==> src/mips_ldst_pkg.sv <==
package mips_ldst_pkg;

    // Basic widths
    typedef logic [31:0] word_t;        // Data word or byte address
    typedef logic [3:0]  byteen_t;      // One bit per byte lane
    typedef logic [4:0]  reg_addr_t;    // Register index
    typedef logic [15:0] imm16_t;       // Immediate offset field
    typedef logic [5:0]  opcode_t;      // Primary opcode field

    // Two-bit state codes
    typedef enum logic [1:0] {
        FETCH = 2'b00,
        EXEC1 = 2'b01,
        EXEC2 = 2'b10
    } cycle_state_t;

    // MIPS primary opcodes
    localparam opcode_t OP_LUI = 6'h0f;
    localparam opcode_t OP_LB  = 6'h20;
    localparam opcode_t OP_LH  = 6'h21;
    localparam opcode_t OP_LWL = 6'h22;
    localparam opcode_t OP_LW  = 6'h23;
    localparam opcode_t OP_LBU = 6'h24;
    localparam opcode_t OP_LHU = 6'h25;
    localparam opcode_t OP_LWR = 6'h26;
    localparam opcode_t OP_SB  = 6'h28;
    localparam opcode_t OP_SH  = 6'h29;
    localparam opcode_t OP_SW  = 6'h2b;

    // Program counter
    localparam word_t RESET_VECTOR = 32'h0000_0000;    // First fetch address
    localparam word_t PC_STEP      = 32'd4;            // One word per instruction

    // Register file
    localparam int NUM_REGS = 32;

endpackage
==> src/mips_ldst_top.sv <==
`timescale 1ns/1ps

module mips_ldst_top import mips_ldst_pkg::*; (
    input  logic      clk,
    input  logic      rst_n,
    // Avalon-style memory bus
    output word_t     mem_address,
    output byteen_t   mem_byteenable,
    output word_t     mem_writedata,
    output logic      mem_readenable,
    output logic      mem_writeenable,
    input  word_t     mem_readdata,
    input  logic      waitrequest,
    // Commit trace
    output logic      reg_writeenable,
    output reg_addr_t reg_writeaddr,
    output word_t     reg_writedata
);

    cycle_state_t state;
    word_t        pc;
    logic         exec1_first;
    logic         lb, lbu, lh, lhu, lui, lw, lwl, lwr, sb, sh, sw;
    reg_addr_t    rs;
    reg_addr_t    rt;
    imm16_t       offset;
    word_t        rs_data;
    word_t        rt_data;

    assign reg_writeaddr = rt;    // Loads and LUI target rt

    cycle_sequencer cycle_sequencer_i (
        .clk             (clk),
        .rst_n           (rst_n),
        .waitrequest     (waitrequest),
        .mem_readenable  (mem_readenable),
        .mem_writeenable (mem_writeenable),
        .state           (state),
        .pc              (pc),
        .exec1_first     (exec1_first)
    );

    instr_decoder instr_decoder_i (
        .clk          (clk),
        .rst_n        (rst_n),
        .state        (state),
        .exec1_first  (exec1_first),
        .mem_readdata (mem_readdata),
        .lb (lb), .lbu (lbu), .lh (lh), .lhu (lhu), .lui (lui), .lw (lw),
        .lwl (lwl), .lwr (lwr), .sb (sb), .sh (sh), .sw (sw),
        .rs           (rs),
        .rt           (rt),
        .offset       (offset)
    );

    load_store load_store_i (
        .state           (state),
        .pc              (pc),
        .lb (lb), .lbu (lbu), .lh (lh), .lhu (lhu), .lui (lui), .lw (lw),
        .lwl (lwl), .lwr (lwr), .sb (sb), .sh (sh), .sw (sw),
        .offset          (offset),
        .rs_data         (rs_data),
        .rt_data         (rt_data),
        .mem_readdata    (mem_readdata),
        .mem_address     (mem_address),
        .mem_byteenable  (mem_byteenable),
        .mem_writedata   (mem_writedata),
        .mem_readenable  (mem_readenable),
        .mem_writeenable (mem_writeenable),
        .reg_writeenable (reg_writeenable),
        .reg_writedata   (reg_writedata)
    );

    register_file register_file_i (
        .clk             (clk),
        .rst_n           (rst_n),
        .rs              (rs),
        .rt              (rt),
        .reg_writeenable (reg_writeenable),
        .reg_writeaddr   (reg_writeaddr),
        .reg_writedata   (reg_writedata),
        .rs_data         (rs_data),
        .rt_data         (rt_data)
    );

endmodule

==> src/register_file.sv <==
`timescale 1ns/1ps

module register_file import mips_ldst_pkg::*; (
    input  logic      clk,
    input  logic      rst_n,
    input  reg_addr_t rs,
    input  reg_addr_t rt,
    input  logic      reg_writeenable,
    input  reg_addr_t reg_writeaddr,
    input  word_t     reg_writedata,
    output word_t     rs_data,
    output word_t     rt_data
);

    word_t regs [NUM_REGS];

    always_ff @(posedge clk) begin
        if (!rst_n) begin
            for (int i = 0; i < NUM_REGS; i++) begin
                regs[i] <= '0;
            end
        end else if (reg_writeenable && (reg_writeaddr != '0)) begin
            regs[reg_writeaddr] <= reg_writedata;   // $zero is never written
        end
    end

    // Asynchronous read ports
    assign rs_data = regs[rs];
    assign rt_data = regs[rt];

endmodule

==> src/load_store.sv <==
`timescale 1ns/1ps

module load_store import mips_ldst_pkg::*; (
    input  cycle_state_t state,
    input  word_t        pc,
    input  logic         lb,
    input  logic         lbu,
    input  logic         lh,
    input  logic         lhu,
    input  logic         lui,
    input  logic         lw,
    input  logic         lwl,
    input  logic         lwr,
    input  logic         sb,
    input  logic         sh,
    input  logic         sw,
    input  imm16_t       offset,
    input  word_t        rs_data,
    input  word_t        rt_data,
    input  word_t        mem_readdata,
    output word_t        mem_address,
    output byteen_t      mem_byteenable,
    output word_t        mem_writedata,
    output logic         mem_readenable,
    output logic         mem_writeenable,
    output logic         reg_writeenable,
    output word_t        reg_writedata
);

    word_t       offset_ext;
    word_t       eff_addr;
    logic [1:0]  lane;
    logic        is_load;
    logic        is_store;
    byteen_t     byte_be;
    byteen_t     half_be;
    byteen_t     lwl_be;
    byteen_t     lwr_be;
    word_t       sb_data;
    word_t       sh_data;
    logic [7:0]  load_byte;
    logic [15:0] load_half;
    word_t       lwl_data;
    word_t       lwr_data;

    assign offset_ext = {{16{offset[15]}}, offset};
    assign eff_addr   = rs_data + offset_ext;
    assign lane       = eff_addr[1:0];
    assign is_load    = lb || lbu || lh || lhu || lw || lwl || lwr;
    assign is_store   = sb || sh || sw;

    // Instruction fetch in FETCH, data access otherwise
    assign mem_address = (state == FETCH) ? pc : {eff_addr[31:2], 2'b00};

    // Little-endian lane masks and store lanes
    always_comb begin
        case (lane)
            2'd0: begin
                byte_be = 4'b0001;
                lwl_be  = 4'b0001;
                lwr_be  = 4'b1111;
                sb_data = {24'h000000, rt_data[7:0]};
            end
            2'd1: begin
                byte_be = 4'b0010;
                lwl_be  = 4'b0011;
                lwr_be  = 4'b1110;
                sb_data = {16'h0000, rt_data[7:0], 8'h00};
            end
            2'd2: begin
                byte_be = 4'b0100;
                lwl_be  = 4'b0111;
                lwr_be  = 4'b1100;
                sb_data = {8'h00, rt_data[7:0], 16'h0000};
            end
            default: begin
                byte_be = 4'b1000;
                lwl_be  = 4'b1111;
                lwr_be  = 4'b1000;
                sb_data = {rt_data[7:0], 24'h000000};
            end
        endcase
        half_be = eff_addr[1] ? 4'b1100 : 4'b0011;             // Bit 0 is ignored
        sh_data = eff_addr[1] ? {rt_data[15:0], 16'h0000} : {16'h0000, rt_data[15:0]};
    end

    always_comb begin
        mem_readenable  = 1'b0;
        mem_writeenable = 1'b0;
        mem_byteenable  = 4'b1111;
        mem_writedata   = '0;
        case (state)
            FETCH: begin
                mem_readenable = 1'b1;                         // Whole instruction word
            end
            EXEC1: begin
                mem_readenable  = is_load;
                mem_writeenable = is_store;
                if (lb || lbu || sb) begin
                    mem_byteenable = byte_be;
                end else if (lh || lhu || sh) begin
                    mem_byteenable = half_be;
                end else if (lwl) begin
                    mem_byteenable = lwl_be;
                end else if (lwr) begin
                    mem_byteenable = lwr_be;
                end
                if (sw) begin
                    mem_writedata = rt_data;
                end else if (sh) begin
                    mem_writedata = sh_data;
                end else if (sb) begin
                    mem_writedata = sb_data;
                end
            end
            default: ;                                         // EXEC2 leaves the bus idle
        endcase
    end

    // Load data arrives in EXEC2 and is picked apart here
    always_comb begin
        case (lane)
            2'd0: begin
                load_byte = mem_readdata[7:0];
                lwl_data  = {mem_readdata[7:0], rt_data[23:0]};
                lwr_data  = mem_readdata;
            end
            2'd1: begin
                load_byte = mem_readdata[15:8];
                lwl_data  = {mem_readdata[15:0], rt_data[15:0]};
                lwr_data  = {rt_data[31:24], mem_readdata[31:8]};
            end
            2'd2: begin
                load_byte = mem_readdata[23:16];
                lwl_data  = {mem_readdata[23:0], rt_data[7:0]};
                lwr_data  = {rt_data[31:16], mem_readdata[31:16]};
            end
            default: begin
                load_byte = mem_readdata[31:24];
                lwl_data  = mem_readdata;
                lwr_data  = {rt_data[31:8], mem_readdata[31:24]};
            end
        endcase
        load_half = eff_addr[1] ? mem_readdata[31:16] : mem_readdata[15:0];
    end

    always_comb begin
        reg_writedata = '0;
        if (lb) begin
            reg_writedata = {{24{load_byte[7]}}, load_byte};
        end else if (lbu) begin
            reg_writedata = {24'h000000, load_byte};
        end else if (lh) begin
            reg_writedata = {{16{load_half[15]}}, load_half};
        end else if (lhu) begin
            reg_writedata = {16'h0000, load_half};
        end else if (lw) begin
            reg_writedata = mem_readdata;
        end else if (lwl) begin
            reg_writedata = lwl_data;                          // Upper bytes from memory
        end else if (lwr) begin
            reg_writedata = lwr_data;                          // Lower bytes from memory
        end else if (lui) begin
            reg_writedata = {offset, 16'h0000};
        end
    end

    // One-cycle commit pulse
    assign reg_writeenable = (state == EXEC2) && (is_load || lui);

endmodule

==> src/instr_decoder.sv <==
`timescale 1ns/1ps

module instr_decoder import mips_ldst_pkg::*; (
    input  logic         clk,
    input  logic         rst_n,
    input  cycle_state_t state,
    input  logic         exec1_first,
    input  word_t        mem_readdata,
    output logic         lb,
    output logic         lbu,
    output logic         lh,
    output logic         lhu,
    output logic         lui,
    output logic         lw,
    output logic         lwl,
    output logic         lwr,
    output logic         sb,
    output logic         sh,
    output logic         sw,
    output reg_addr_t    rs,
    output reg_addr_t    rt,
    output imm16_t       offset
);

    word_t   ir;
    word_t   instr;
    opcode_t opcode;
    logic    active;

    always_ff @(posedge clk) begin
        if (!rst_n) begin
            ir <= '0;                          // Opcode 0 decodes as no-op
        end else if (exec1_first) begin
            ir <= mem_readdata;
        end
    end

    // Fetched word is only on the bus during the first EXEC1 cycle
    assign instr  = exec1_first ? mem_readdata : ir;
    assign opcode = instr[31:26];
    assign rs     = instr[25:21];
    assign rt     = instr[20:16];
    assign offset = instr[15:0];
    assign active = (state == EXEC1) || (state == EXEC2);

    always_comb begin
        lb  = 1'b0;
        lbu = 1'b0;
        lh  = 1'b0;
        lhu = 1'b0;
        lui = 1'b0;
        lw  = 1'b0;
        lwl = 1'b0;
        lwr = 1'b0;
        sb  = 1'b0;
        sh  = 1'b0;
        sw  = 1'b0;
        if (active) begin
            case (opcode)
                OP_LB:   lb  = 1'b1;
                OP_LBU:  lbu = 1'b1;
                OP_LH:   lh  = 1'b1;
                OP_LHU:  lhu = 1'b1;
                OP_LUI:  lui = 1'b1;
                OP_LW:   lw  = 1'b1;
                OP_LWL:  lwl = 1'b1;
                OP_LWR:  lwr = 1'b1;
                OP_SB:   sb  = 1'b1;
                OP_SH:   sh  = 1'b1;
                OP_SW:   sw  = 1'b1;
                default: ;                     // Anything else runs as a no-op
            endcase
        end
    end

endmodule

==> src/cycle_sequencer.sv <==
`timescale 1ns/1ps

module cycle_sequencer import mips_ldst_pkg::*; (
    input  logic         clk,
    input  logic         rst_n,
    input  logic         waitrequest,
    input  logic         mem_readenable,
    input  logic         mem_writeenable,
    output cycle_state_t state,
    output word_t        pc,
    output logic         exec1_first
);

    logic         stall;
    cycle_state_t next_state;

    // Only a cycle with a pending bus access can be held off
    assign stall = waitrequest && (mem_readenable || mem_writeenable);

    always_comb begin
        next_state = state;
        if (!stall) begin
            case (state)
                FETCH:   next_state = EXEC1;
                EXEC1:   next_state = EXEC2;
                EXEC2:   next_state = FETCH;
                default: next_state = FETCH;
            endcase
        end
    end

    always_ff @(posedge clk) begin
        if (!rst_n) begin
            state       <= FETCH;
            pc          <= RESET_VECTOR;
            exec1_first <= 1'b0;
        end else begin
            state       <= next_state;
            exec1_first <= (state == FETCH) && !stall;    // Instruction word is live next cycle
            if (state == EXEC2 && next_state == FETCH) begin
                pc <= pc + PC_STEP;
            end
        end
    end

endmodule

==> config.mk <==
export PLATFORM = sky130hd
export DESIGN_NAME = mips_ldst_top
export DESIGN_NICKNAME = d
export VERILOG_FILES = /design/src/mips_ldst_pkg.sv /design/src/mips_ldst_top.sv /design/src/register_file.sv /design/src/load_store.sv /design/src/instr_decoder.sv /design/src/cycle_sequencer.sv
export SDC_FILE = /design/constraint.sdc
export NUM_CORES = 2
export LEC_CHECK = 0
export BUFFER_PORTS_ARGS = -buffer_cell sky130_fd_sc_hd__buf_2
export CAP_MARGIN = 15
export CORE_ASPECT_RATIO = 0.8
export CORE_MARGIN = 1
export CORE_UTILIZATION = 40
export CTS_BUF_LIST = sky130_fd_sc_hd__clkbuf_2
export DETAILED_ROUTE_END_ITERATION = 6
export PLACE_DENSITY = 0.65
export SLEW_MARGIN = 5
export SYNTH_ARGS = -nofsm -noshare
export SYNTH_HDL_FRONTEND = slang
export SYNTH_SLANG_ARGS = --single-unit
==> constraint.sdc <==
create_clock -name clk -period 17.6 [get_ports clk]
set_clock_uncertainty 0.2 [all_clocks]
set_input_delay 4.4 -clock clk [delete_from_list [all_inputs] [get_ports clk]]
set_output_delay 4.4 -clock clk [all_outputs]
set_load 0.1 [all_outputs]
==> Implementation_results.wiki <==
{| class="wikitable"
! Metric !! Value
|-
| Result of the run || complete, but fails checks
|-
| Failing checks || DRC
|-
| Post-CTS clock slew at the launch and capture registers of the worst setup and hold paths || 0.08 ns
|-
| Clock buffer count from CTS || 304
|-
| Power density over the cells || 94.2 nW/um2
|-
| Drt first pass iters || 7
|-
| Setup repair after global routing missed its margin || false
|-
| Vias after detailed routing || 53100
|-
| Count of maximum capacitance violations || 0
|-
| Post-CTS repair timing setup buffer count || 0
|-
| H-tree depth || 5
|-
| Nets@finish || ~6000
|-
| Worst path top cell family by delay || multiplexers
|-
| Gr usage total || 32.5%
|-
| Final worst slack || around 1.7 ns
|-
| Leading cell types in the layout, fill and taps excluded || sky130_fd_sc_hd__edfxtp_1 (1024), sky130_fd_sc_hd__nand2_1 (1012), sky130_fd_sc_hd__nor2_1 (793)
|-
| Accumulated negative setup slack || 0 ns
|-
| Count of flip-flops with a built-in enable after synthesis || 1024
|-
| Height of the die || 351 um
|-
| # port buffers || 140
|-
| Critical path capture point type || output pin
|-
| Launching element type of the critical path || input port
|-
| Fill count || 14000
|-
| Mean cell area of the mapped netlist || ~11 um2
|-
| Number of endpoints with negative hold slack in the final report || 0
|-
| Layout overhead on the synthesized area || 8.87%
|-
| Endpoints failing setup || 0
|-
| FF+latch area || 32100 um2
|-
| Initial detailed-routing violation count || 9867
|-
| Number of resized instances in the post-cts repair step || 0
|-
| Sum of overflow across all layers after global routing || 0
|-
| Number of primary I/O pins || 143
|-
| Total number of yosys warnings || 0
|-
| Final design utilization || 44.1%
|-
| Number of placed cells counting well taps || between 7000 and 8000
|-
| Last weighted congestion value of the routability-driven placer || between 0.9 and 1
|-
| Vias in the first global route || 49300
|-
| DRT Wirelength || around 260000 um
|-
| Number of buffers and inverters on the critical path || 6
|-
| Register area share after synthesis || 52.6%
|-
| Standard-cell rows || 127
|-
| Most frequent standard cell in the layout excluding fill and tap cells || sky130_fd_sc_hd__edfxtp_1
|-
| Final HPWL DP || 154000 um
|-
| Final min period || around 16 ns
|-
| Clock sink count || 1089
|-
| Clock tree from TritonCTS || yes
|-
| Routed via count divided by cell count || 6.52
|-
| Multi-input gate area || 26800 um2
|-
| Core ar. || 150000 um2
|-
| Post-CTS Hold Buffers || 0
|-
| Actual transition at the worst max-transition pin || 1.36 ns
|-
| Fraction of synthesis flops using an asynchronous set or reset pin || 0%
|-
| Number of synthesized register bits || around 1100
|-
| Proportion of layout cells with a drive suffix above 1 || approximately a fifth
|-
| Maximum clock insertion buffer count || 4
|-
| Path category of the worst min-delay check || flop to flop
|-
| Number of non-filler instances in the completed layout || slightly above 8000
|-
| Initial Utilization || 40.5%
|-
| Worst-path fanout max || 34
|-
| Ordered list of cells on the worst path || buf_2 > mux2i_4 > buf_4 > mux4_2 > nand2_1 > and3_1 > a31oi_1 > mux2_2 > inv_1 > fa_2 > mux2i_1 > mux2i_1 > and2_1 > o21ai_1 > o31a_1 > buf_4 > inv_1 > buf_2
|-
| Clk Latency, worst-skew pair || 1.83 ns
|-
| Post-route clock period utilization || 90.4%
|-
| Slew headroom || 9.06%
|-
| Peak clock frequency supported by timing || between 60 and 70 MHz
|-
| Peak VDD IR || around 0.074 mV
|-
| Number of instances in the synthesized netlist || 5799
|-
| CP arrival || 11.32 ns
|-
| Final antenna-violating net count || 0
|-
| Total DRC errors in the routed layout || 37
|-
| Max Slew Vio Count || 0
|-
| Netlist Area Pre-Place || 61000 um2
|-
| Worst hold-check slack || 0.294 ns
|-
| Post-place setup slack || between 1.5 and 2 ns
|-
| Die boundary width || 438 um
|-
| CTS root buf || sky130_fd_sc_hd__clkbuf_2
|-
| Antenna violations before repair || 19
|-
| Largest net degree at the start of global routing || approximately 180
|-
| Flip-flop cell with the highest count after synthesis || sky130_fd_sc_hd__edfxtp_1
|-
| Number of distinct library cells after synthesis || 83
|-
| Floorplan die area || approximately 150000 um2
|-
| First-pass GRT wire length || ~360000 um
|-
| Slowest CP cell || sky130_fd_sc_hd__fa_2
|-
| Leakage power figure || around 24 nW
|-
| Required time of the critical path || 13.00 ns
|-
| Critical path class || input port to output pin
|-
| Average wire length per cell after detail routing || 31.7 um
|-
| Highest cell delay on the worst timing path || about 1.0 ns
|}
## routing by layer
layer | global-route usage, % | part of all wire, %
met5 | 0 | 0.049
met4 | 18.1 | 6.2
met3 | 15.2 | 18
met2 | 45.6 | 41
met1 | 41.0 | 35
## flip-flops by register name (all words and copies together) (netlist names), named ones only
signal / cells
instr_decoder_i.ir: 32
cycle_sequencer_i.exec1_first: 1
cycle_sequencer_i.pc: 30
register_file_i.regs: 1024
## where the power goes
part           switching [mW]  internal [mW]
sequential             0.0545           2.91
clock                    1.11          0.688
combinational            1.06          0.429
## final timing paths
check	endpoint	slack [ns]	cells after the start	startpoint
hold reg to reg	flop	0.29	2	flop
setup / recovery	reg_writedata[25]	1.68	18	mem_readdata[22]
hold / removal	flop	0.29	2	flop
setup reg to reg	register_file_i.regs[30][31]$_SDFFCE_PN0P_	9.34	16	cycle_sequencer_i.exec1_first$_SDFF_PN0_
## worst register-to-register path, stage by stage (launching register included)
cell and delay [ns]:
sky130_fd_sc_hd__dfxtp_4 0.83, sky130_fd_sc_hd__mux2i_4 1.08, sky130_fd_sc_hd__buf_4 0.67, sky130_fd_sc_hd__mux4_2 0.35, sky130_fd_sc_hd__nand2_1 0.06, sky130_fd_sc_hd__and3_1 0.20, sky130_fd_sc_hd__a31oi_1 0.34, sky130_fd_sc_hd__mux2_2 0.33
sky130_fd_sc_hd__inv_1 0.08, sky130_fd_sc_hd__fa_2 1.04, sky130_fd_sc_hd__mux2i_1 0.36, sky130_fd_sc_hd__mux2i_1 0.16, sky130_fd_sc_hd__and2_1 0.26, sky130_fd_sc_hd__o21ai_1 0.79, sky130_fd_sc_hd__o31a_1 0.71, sky130_fd_sc_hd__buf_4 0.47
sky130_fd_sc_hd__nor2_1 0.10
## Yosys cell counts, types with 65 or more instances
cell type	count	area share (%)
sky130_fd_sc_hd__nor2b_1	338	3.5
sky130_fd_sc_hd__o22ai_1	183	1.9
sky130_fd_sc_hd__and3_1	140	1.4
sky130_fd_sc_hd__mux4_2	257	9.5
sky130_fd_sc_hd__a31oi_1	137	1.4
sky130_fd_sc_hd__clkbuf_1	261	1.6
sky130_fd_sc_hd__nand2_1	1055	6.5
sky130_fd_sc_hd__a21oi_1	231	1.9
sky130_fd_sc_hd__nand3_1	193	1.6
sky130_fd_sc_hd__o21ai_0	162	1.3
sky130_fd_sc_hd__buf_2	209	1.7
sky130_fd_sc_hd__edfxtp_1	1024	50
sky130_fd_sc_hd__mux2i_1	138	2.3
sky130_fd_sc_hd__dfxtp_1	65	2.1
sky130_fd_sc_hd__nor2_1	793	4.9
## through the flow
stage / instance area (um2) / total power [mW]
2_1_floorplan: 61100 / 3.91
3_3_place_gp: 63800 / 4.42
3_5_place_dp: 63800 / 4.44
4_1_cts: 66300 / 6.17
5_1_grt: 66300 / 6.40
6_report: 66400 / 6.25
## cell families (layout without fill, tap and decap cells)
| family | after synthesis | after routing | share of synthesized area [%] |
|---|---|---|---|
| compound gates | 931 | 931 | 9.53 |
| other cells | 1 | 48 | 0.00615 |
| mux | 424 | 424 | 12.3 |
| xor+xnor | 54 | 54 | 0.776 |
| buf+inv | 603 | 891 | 4.54 |
| simple gates | 2661 | 2661 | 19.5 |
| flops | 1089 | 1089 | 52.6 |
| fa+ha+maj | 36 | 36 | 0.751 |
## final cells by class
type	count	area share [%]
Clock buffer	458	3.45
Inverter	55	0.330
Sequential cell	1089	48.3
Multi-Input combinational cell	4140	40.3
Tap cell	1999	3.77
Antenna cell	14	0.0528
Timing Repair Buffer	348	3.54
Clock inverter	30	0.213
Power figures use the tool's default switching activity.
